**src/hdl/s16_video_pkg.sv**
```systemverilog
/* shared widths and records for the tile video path
   beam and scroll coordinates are 9 bits, so totals must stay at or below 512 */

package s16_video_pkg;

    typedef logic [8:0]  pos_t;        // beam or scroll coordinate
    typedef logic [13:0] map_addr_t;   // 3-bit page + 11-bit scan address
    typedef logic [16:0] tile_addr_t;  // bank, code, tile row, 0
    typedef logic [15:0] map_word_t;   // [13] bank, [12:5] attr, [11:0] code
    typedef logic [31:0] tile_word_t;  // low 24 bits hold three 8-bit planes
    typedef logic [2:0]  cpu_addr_t;   // register index

    // one pixel of a layer, also the mixer output
    typedef struct packed {
        logic       prio;     // layer priority bit
        logic [6:0] palette;  // palette bank
        logic [2:0] colour;   // 0 is transparent
    } pixel_t;

    // scroll set seen by one layer
    typedef struct packed {
        pos_t       hscr;
        pos_t       vscr;
        logic [2:0] page;
    } layer_scroll_t;

    // cpu register map
    localparam cpu_addr_t REG_PAGES = 3'd0;  // fg page in [14:12], bg page in [6:4]
    localparam cpu_addr_t REG_FG_H  = 3'd1;
    localparam cpu_addr_t REG_FG_V  = 3'd2;
    localparam cpu_addr_t REG_BG_H  = 3'd3;
    localparam cpu_addr_t REG_BG_V  = 3'd4;

    // video timer states
    typedef enum logic [1:0] {
        VT_ACTIVE = 2'd0,
        VT_HBLANK = 2'd1,
        VT_VBLANK = 2'd2   // wins over hblank
    } vt_state_e;

endpackage
```
**src/hdl/s16_tile_video.sv**
```systemverilog
/* tile layer video: timer, scroll registers, fg and bg layers, mixer
   H_TOTAL at most 512 and a multiple of 8, memories answer within 4 pixel enables */
`timescale 1ns/10ps

module s16_tile_video #(
    parameter int H_TOTAL  = 384,
    parameter int H_ACTIVE = 320,
    parameter int V_TOTAL  = 262,
    parameter int V_ACTIVE = 224
) (
    input  logic                      clk,
    input  logic                      rst,
    output logic                      pxl_cen,
    output s16_video_pkg::pos_t       hdump,
    output s16_video_pkg::pos_t       vdump,
    output logic                      hblank,
    output logic                      vblank,
    // cpu side
    input  logic                      cpu_we,
    input  s16_video_pkg::cpu_addr_t  cpu_addr,
    input  logic [15:0]               cpu_din,
    // foreground memories
    output s16_video_pkg::map_addr_t  fg_map_addr,
    input  s16_video_pkg::map_word_t  fg_map_data,
    output s16_video_pkg::tile_addr_t fg_scr_addr,
    input  s16_video_pkg::tile_word_t fg_scr_data,
    // background memories
    output s16_video_pkg::map_addr_t  bg_map_addr,
    input  s16_video_pkg::map_word_t  bg_map_data,
    output s16_video_pkg::tile_addr_t bg_scr_addr,
    input  s16_video_pkg::tile_word_t bg_scr_data,
    output s16_video_pkg::pixel_t     pxl_out
);

    s16_video_pkg::layer_scroll_t fg_scroll, bg_scroll;
    s16_video_pkg::pixel_t        fg_pxl, bg_pxl;

    s16_vtimer #(
        .H_TOTAL  (H_TOTAL),
        .H_ACTIVE (H_ACTIVE),
        .V_TOTAL  (V_TOTAL),
        .V_ACTIVE (V_ACTIVE)
    ) timer (
        .clk, .rst, .pxl_cen, .hdump, .vdump, .hblank, .vblank
    );

    s16_scroll_regs #(.V_ACTIVE(V_ACTIVE)) regs (
        .clk, .rst, .cpu_we, .cpu_addr, .cpu_din,
        .pxl_cen, .hdump, .vdump, .fg_scroll, .bg_scroll
    );

    s16_scroll_layer fg_layer (
        .clk, .rst, .pxl_cen, .hdump, .vdump,
        .scroll   (fg_scroll),
        .map_addr (fg_map_addr),
        .map_data (fg_map_data),
        .scr_addr (fg_scr_addr),
        .scr_data (fg_scr_data),
        .pxl      (fg_pxl)
    );

    s16_scroll_layer bg_layer (
        .clk, .rst, .pxl_cen, .hdump, .vdump,
        .scroll   (bg_scroll),
        .map_addr (bg_map_addr),
        .map_data (bg_map_data),
        .scr_addr (bg_scr_addr),
        .scr_data (bg_scr_data),
        .pxl      (bg_pxl)
    );

    s16_layer_mixer mixer (
        .clk, .rst, .pxl_cen, .hblank, .vblank,
        .fg_pxl, .bg_pxl, .pxl_out
    );

endmodule

```
**src/hdl/s16_layer_mixer.sv**
```systemverilog
/* picks fg or bg per pixel where colour 0 is transparent
   one pixel enable of latency and black during blanking */
`timescale 1ns/10ps

module s16_layer_mixer (
    input  logic                  clk,
    input  logic                  rst,
    input  logic                  pxl_cen,
    input  logic                  hblank,
    input  logic                  vblank,
    input  s16_video_pkg::pixel_t fg_pxl,
    input  s16_video_pkg::pixel_t bg_pxl,
    output s16_video_pkg::pixel_t pxl_out
);

    logic                  fg_op, bg_op;  // opaque flags
    logic                  bg_over;       // bg priority beats fg
    s16_video_pkg::pixel_t mix;

    assign fg_op   = fg_pxl.colour != 3'd0;
    assign bg_op   = bg_pxl.colour != 3'd0;
    assign bg_over = bg_op && bg_pxl.prio && !fg_pxl.prio;

    always_comb begin
        if (hblank || vblank)
            mix = '0;
        else if (fg_op && !bg_over)
            mix = fg_pxl;
        else if (bg_op)
            mix = bg_pxl;
        else
            mix = '0;   // both clear
    end

    always_ff @(posedge clk, posedge rst) begin
        if (rst) begin
            pxl_out <= '0;
        end else if (pxl_cen) begin
            pxl_out <= mix;
        end
    end

endmodule

```
**src/hdl/s16_scroll_layer.sv**
```systemverilog
/* one scroll layer, 8x8 tiles, 3 planes per tile row
   map and tile memory must answer within half a tile (4 pixel enables) */
`timescale 1ns/10ps

module s16_scroll_layer (
    input  logic                         clk,
    input  logic                         rst,
    input  logic                         pxl_cen,
    input  s16_video_pkg::pos_t          hdump,
    input  s16_video_pkg::pos_t          vdump,
    input  s16_video_pkg::layer_scroll_t scroll,
    output s16_video_pkg::map_addr_t     map_addr,
    input  s16_video_pkg::map_word_t     map_data,
    output s16_video_pkg::tile_addr_t    scr_addr,
    input  s16_video_pkg::tile_word_t    scr_data,
    output s16_video_pkg::pixel_t        pxl
);

    s16_video_pkg::pos_t hpos, vpos;   // beam + scroll
    logic [10:0]         scan_addr;    // 32 rows x 64 columns
    logic [12:0]         code;         // bank + tile code
    logic [7:0]          attr0;        // attribute of the tile being fetched
    logic [7:0]          attr;         // attribute of the tile on screen
    logic [23:0]         planes;       // three 8-bit planes
    logic                map_slot;     // hdump at tile start
    logic                cap_slot;     // half way through the tile

    assign hpos      = hdump + scroll.hscr;
    assign vpos      = vdump + scroll.vscr;
    assign scan_addr = {vpos[7:3], hpos[8:3]};

    assign map_slot = pxl_cen && hdump[2:0] == 3'd0;
    assign cap_slot = pxl_cen && hdump[2:0] == 3'd4;

    // tilemap fetch, column bit 5 is swapped in the map layout
    always_ff @(posedge clk, posedge rst) begin
        if (rst) begin
            map_addr <= '0;
        end else if (map_slot) begin
            map_addr <= {scroll.page, scan_addr ^ 11'h020};
        end
    end

    // graphics address follows the captured code and current row
    assign scr_addr = {code, vdump[2:0], 1'b0};

    always_ff @(posedge clk, posedge rst) begin
        if (rst) begin
            code   <= '0;
            attr0  <= '0;
            attr   <= '0;
            planes <= '0;
        end else if (cap_slot) begin
            planes <= scr_data[23:0];          // graphics of the previous code
            attr   <= attr0;                   // attribute lines up with it
            attr0  <= map_data[12:5];
            code   <= {map_data[13], map_data[11:0]};
        end else if (pxl_cen) begin
            // msb first in each plane
            planes[23:16] <= {planes[22:16], 1'b0};
            planes[15:8]  <= {planes[14:8], 1'b0};
            planes[7:0]   <= {planes[6:0], 1'b0};
        end
    end

    always_comb begin
        pxl.prio    = attr[7];
        pxl.palette = attr[6:0];
        pxl.colour  = {planes[23], planes[15], planes[7]};
    end

    // map fetch must only move at the tile start slot
    a_map_addr_slot: assert property (
        @(posedge clk) disable iff (rst)
        !$stable(map_addr) |-> $past(map_slot)
    );

endmodule

```
**src/hdl/s16_scroll_regs.sv**
```systemverilog
/* cpu writes go to shadow registers, the layers only see them after vblank start
   indices above REG_BG_V are not decoded */
`timescale 1ns/10ps

module s16_scroll_regs #(
    parameter int V_ACTIVE = 224
) (
    input  logic                         clk,
    input  logic                         rst,
    input  logic                         cpu_we,     // one clk strobe
    input  s16_video_pkg::cpu_addr_t     cpu_addr,
    input  logic [15:0]                  cpu_din,
    input  logic                         pxl_cen,
    input  s16_video_pkg::pos_t          hdump,
    input  s16_video_pkg::pos_t          vdump,
    output s16_video_pkg::layer_scroll_t fg_scroll,
    output s16_video_pkg::layer_scroll_t bg_scroll
);

    logic [15:0]         pages;               // shadow copy
    s16_video_pkg::pos_t fg_h, fg_v, bg_h, bg_v;
    logic                frame_start;

    // first dot of the first blank line
    assign frame_start = pxl_cen && hdump == '0 &&
                         vdump == s16_video_pkg::pos_t'(V_ACTIVE);

    always_ff @(posedge clk, posedge rst) begin
        if (rst) begin
            pages <= '0;
            fg_h  <= '0;
            fg_v  <= '0;
            bg_h  <= '0;
            bg_v  <= '0;
        end else if (cpu_we) begin
            case (cpu_addr)
                s16_video_pkg::REG_PAGES: pages <= cpu_din;
                s16_video_pkg::REG_FG_H:  fg_h  <= cpu_din[8:0];  // scroll is 9 bits
                s16_video_pkg::REG_FG_V:  fg_v  <= cpu_din[8:0];
                s16_video_pkg::REG_BG_H:  bg_h  <= cpu_din[8:0];
                s16_video_pkg::REG_BG_V:  bg_v  <= cpu_din[8:0];
                default: ;
            endcase
        end
    end

    // active copy, constant over the visible frame
    always_ff @(posedge clk, posedge rst) begin
        if (rst) begin
            fg_scroll <= '0;
            bg_scroll <= '0;
        end else if (frame_start) begin
            fg_scroll.page <= pages[14:12];
            fg_scroll.hscr <= fg_h;
            fg_scroll.vscr <= fg_v;
            bg_scroll.page <= pages[6:4];
            bg_scroll.hscr <= bg_h;
            bg_scroll.vscr <= bg_v;
        end
    end

    a_cpu_index: assert property (
        @(posedge clk) disable iff (rst) cpu_we |-> cpu_addr <= s16_video_pkg::REG_BG_V
    );

endmodule

```
**src/hdl/s16_vtimer.sv**
```systemverilog
/* free running beam timer, pixel enable is clk/4
   H_TOTAL should be a multiple of 8 so tiles line up with hdump[2:0] */
`timescale 1ns/10ps

module s16_vtimer #(
    parameter int H_TOTAL  = 384,
    parameter int H_ACTIVE = 320,
    parameter int V_TOTAL  = 262,
    parameter int V_ACTIVE = 224
) (
    input  logic                clk,
    input  logic                rst,
    output logic                pxl_cen,
    output s16_video_pkg::pos_t hdump,
    output s16_video_pkg::pos_t vdump,
    output logic                hblank,
    output logic                vblank
);

    logic [1:0]                 div;      // clock divider
    s16_video_pkg::pos_t        h_nxt, v_nxt;
    logic                       h_wrap;   // last dot of the line
    s16_video_pkg::vt_state_e   state, state_nxt;

    assign h_wrap = hdump == s16_video_pkg::pos_t'(H_TOTAL - 1);
    assign h_nxt  = h_wrap ? '0 : hdump + 9'd1;

    always_comb begin
        v_nxt = vdump;
        if (h_wrap) begin
            v_nxt = (vdump == s16_video_pkg::pos_t'(V_TOTAL - 1)) ? '0 : vdump + 9'd1;
        end
        // state follows the counters on the same edge
        if (v_nxt >= s16_video_pkg::pos_t'(V_ACTIVE))
            state_nxt = s16_video_pkg::VT_VBLANK;
        else if (h_nxt >= s16_video_pkg::pos_t'(H_ACTIVE))
            state_nxt = s16_video_pkg::VT_HBLANK;
        else
            state_nxt = s16_video_pkg::VT_ACTIVE;
    end

    always_ff @(posedge clk, posedge rst) begin
        if (rst) begin
            div     <= 2'd0;
            pxl_cen <= 1'b0;
            hdump   <= '0;
            vdump   <= '0;
            state   <= s16_video_pkg::VT_ACTIVE;
        end else begin
            div     <= div + 2'd1;
            pxl_cen <= div == 2'd3;   // one clk in four
            if (pxl_cen) begin
                hdump <= h_nxt;
                vdump <= v_nxt;
                state <= state_nxt;
            end
        end
    end

    // in vblank the state hides hblank, so look at hdump again
    assign vblank = state == s16_video_pkg::VT_VBLANK;
    assign hblank = (state == s16_video_pkg::VT_HBLANK) ||
                    (vblank && hdump >= s16_video_pkg::pos_t'(H_ACTIVE));

    a_hdump_range: assert property (
        @(posedge clk) disable iff (rst) hdump < s16_video_pkg::pos_t'(H_TOTAL)
    );

endmodule

```
**config.mk**
```make
export PLATFORM = sky130hd
export DESIGN_NAME = s16_tile_video
export DESIGN_NICKNAME = d
export VERILOG_FILES = /design/src/hdl/s16_video_pkg.sv /design/src/hdl/s16_tile_video.sv /design/src/hdl/s16_layer_mixer.sv /design/src/hdl/s16_scroll_layer.sv /design/src/hdl/s16_scroll_regs.sv /design/src/hdl/s16_vtimer.sv
export SDC_FILE = /design/constraint.sdc
export NUM_CORES = 1
export LEC_CHECK = 0
export BUFFER_PORTS_ARGS = -buffer_cell sky130_fd_sc_hd__buf_4
export CAP_MARGIN = 20
export CORE_MARGIN = 2
export CORE_UTILIZATION = 40
export CTS_CLUSTER_DIAMETER = 80
export DETAILED_ROUTE_END_ITERATION = 6
export GPL_TIMING_DRIVEN = 0
export SLEW_MARGIN = 20
export SYNTH_ARGS = -nofsm -noshare
export SYNTH_HDL_FRONTEND = slang
export SYNTH_SLANG_ARGS = --single-unit
```
**constraint.sdc**
```tcl
create_clock -name clk -period 18.1 [get_ports clk]
set_clock_uncertainty 0.15 [all_clocks]
set_input_delay 0 -clock clk [delete_from_list [all_inputs] [get_ports clk]]
set_output_delay 0 -clock clk [all_outputs]
set_load 0.02 [all_outputs]
```
==> metrics.txt <==
f_max=360.2 MHz; CTS Sinks=234; count leader, synth=nand2_1; final std cells w/o fill=1727; status=completed; Port Buf Inserts=185; total number of vias=8703; largest net degree at the start of global routing=~110; min Tclk post-route=between 2000 and 3000 ps; r2r endpoint=regs.bg_scroll[3]; Die Wd=around 170 um; antenna fix cells=0; top cell type's share of synthesized area=53.58%; maximum root-to-sink buffer count=3; Starting Density=40.66%; Main synth FF type=dfrtp_1; clock root buffer=clkbuf_16; Placement Setup Slack=between 15000 and 20000 ps; Routed Antenna Nets=0; Setup Viol. Count Final=0; RSZ-0062 raised after global routing=no; DP HPWL=19460 um; hold slack=66.83 ps; Leakage=6.995 nW; commonest cells in the netlist=nand2_1 (265), dfrtp_1 (234), nor2_1 (64); DRT iter0 DRCs=530; required time worst endpoint=18350 ps; sequential-to-total area share from yosys stat=53.58%; Final TNS setup=0 ps; area growth from synthesis to layout=34.86%; cell count after synthesis=1052; layout cell share with drive strength beyond 1=26.26%; hold path cells=4; Yosys reg bits=234; Synth Warn #=0; Final WS setup=between 15000 and 20000 ps; final hold vios=0; Synth Cell Area=10930 um2; grt ovf=0; global-route wire length before repair=around 46000 um; EDFF count, synth=0; Worst-Margin Slew=roughly 810 ps; worst reg2reg path depth=6; Area contributors post-synth=dfrtp_1 (54%), nand2_1 (9.1%), mux2_2 (6.0%); critical path startpoint category=flip-flop; DIE HEIGHT=169.3 um; WL/cell=between 15 and 20 um; vias in the first global route=8537; Synth area leader=dfrtp_1; DRC Markers=0; syn avg cell area=a little over 10 um2; # Post-CTS Setup Buffers=0; number of iterations in the first detailed-routing pass=4; number of CTS-inserted buffers=27; Layout Nets=1520; RePlAce Congestion=between 0.8 and 0.9; die area=28660 um2; worst reg2reg setup slack=15320 ps; drt total wl=about 29000 um; post_cts resized=0; PwrDens=82.71 nW/um2; fin crit share=15.34%; placed cell count=around 1600; CTS tree=built; gr usage total=20.08%; # rows=60; Worst-path clk slew=60 ps; initial antenna violation count=0; Slew Limit Headroom=45.59%; Worst EP arrival=3020 ps; core area=between 20000 and 30000 um2; CP endpoint kind=flip-flop; WS Path Type=reg -> reg; worst hold path class=in -> reg; max cap viols=0; DR vias/cell=between 5 and 6; clock latency at the later pin of the worst-skew pair=520 ps; CTS H-Tree Depth=1; Async SR Flop Fraction=100.0%; I/O Pins=~210; Max IR drop VDD=0.06160 mV; hold path startpoint=bg_map_data[4]; final core utilization=54.84%; Unique masters post-synth=between 50 and 60; r2r startpoint=timer.vdump[1]; worst-case hold path end point=bg_layer.code[4]; Crit Path Max Fanout=10; Slew Viols, Final=0
[worst max-delay path by stage]
| stage | start | to | slack, ps |
|---|---|---|---|
| 5_1_grt | timer.hdump[0] | fg_layer.map_addr[8] | 15120 |
| 6_report | timer.vdump[1] | regs.bg_scroll[3] | 15320 |
| 3_5_place_dp | timer.vdump[1] | regs.bg_scroll[16] | 15360 |
| 4_1_cts | timer.vdump[1] | regs.fg_scroll[4] | 15310 |
| 2_1_floorplan | rst | bg_layer.attr0[0] | 11530 |
| 3_3_place_gp | rst | regs.pages[13] | 8720 |
[cell type report]
cell class | count | area [um2]
clock inverter | 10 | 153.9
inverter | 34 | 135.1
multi-input combinational | 710 | 4508
tap | 341 | 426.7
fill | 2347 | 12140
sequential | 234 | 5856
buffer | 75 | 440.4
clock buffer | 37 | 783.3
timing repair buffer | 286 | 2435
[routing by layer]
| layer | global-route usage [%] | up-vias | routed length [um] | part of all wire (%) |
|---|---|---|---|---|
| met3 | 4.128 | 42 | 1518 | 5.3 |
| met4 | 4.571 | 0 | 625 | 2.2 |
| met5 | 0 | - | 0 | 0 |
| met2 | 32.44 | 222 | 13180 | 46 |
| met1 | 27.96 | 4242 | 13280 | 46 |
| li1 | - | 4197 | - | - |
[repair_timing]
item | 4_1_cts | 5_1_grt
hold buffers | 99 | 0
hold endpoints to repair | 350 | 0
endpoints found under the setup margin | 0 | 0
[critical path, cell delays in order (launching register included)]
cell	delay, ps
dfrtp_1	580
inv_1	190
ha_1	170
or4b_4	470
nor4_4	500
buf_6	250
mux2_2	350
[cells by family (layout without fill, tap and decap cells)]
logic type,count (synthesis),in the layout,synth area share (%)
xor gates and xnor gates,28,28,2.244
buffers and inverters,109,442,5.198
DFF,234,234,53.58
adders and majority gates,34,34,3.893
and+or+nand+nor,399,399,15.86
AOI/OAI and AO/OA,152,152,8.450
other,1,2,0.03432
muxes,95,95,10.74
[per-stage QoR]
| step | cell area (um2) | total power, mW |
|---|---|---|
| after floorplan | 10930 | 0.6080 |
| final | 14740 | 1.219 |
| after global placement | 12750 | 0.6412 |
| after CTS | 14740 | 1.233 |
| after detailed placement | 12810 | 0.6449 |
| after global routing | 14740 | 1.270 |
[cells in the final DEF, fill, tap and decap left out, types with 8 or more instances in the layout]
cell	synthesis	layout
nor2_1	64	64
xnor2_1	19	19
o22ai_1	11	11
mux2_4	30	30
a31oi_1	44	44
ha_1	34	34
inv_1	34	33
dlygate4sd3_1	0	99
clkbuf_16	0	27
buf_4	22	207
mux2_2	58	58
nand4_1	9	9
a21oi_1	22	22
nand3_1	8	8
clkbuf_8	4	11
a21o_1	8	8
xor2_1	9	9
dfrtp_1	234	234
nand2_1	265	265
and3_1	12	12
o21ai_0	42	42
clkbuf_1	37	40
[where the power goes]
part / switching (mW) / total, mW / leakage, nW / internal [mW]
registers: 0.0135 / 0.562 / 2.95 / 0.548
logic: 0.0373 / 0.0932 / 3.58 / 0.0559
clock network: 0.207 / 0.564 / 0.467 / 0.357
[state kept, by name, indices dropped and copies added, names as in the netlist, 8 cells and up]
signal	count
fg_layer.planes	24
fg_layer.attr0	8
timer.vdump	9
mixer.pxl_out	11
regs.fg_v	8
fg_layer.attr	8
regs.fg_scroll	20
bg_layer.map_addr	14
bg_layer.attr	8
bg_layer.planes	24
regs.bg_scroll	20
regs.bg_v	8
timer.hdump	9
fg_layer.map_addr	14
regs.bg_h	9
bg_layer.attr0	8
regs.fg_h	9
Note: power is estimated with default switching activity, not from simulation.
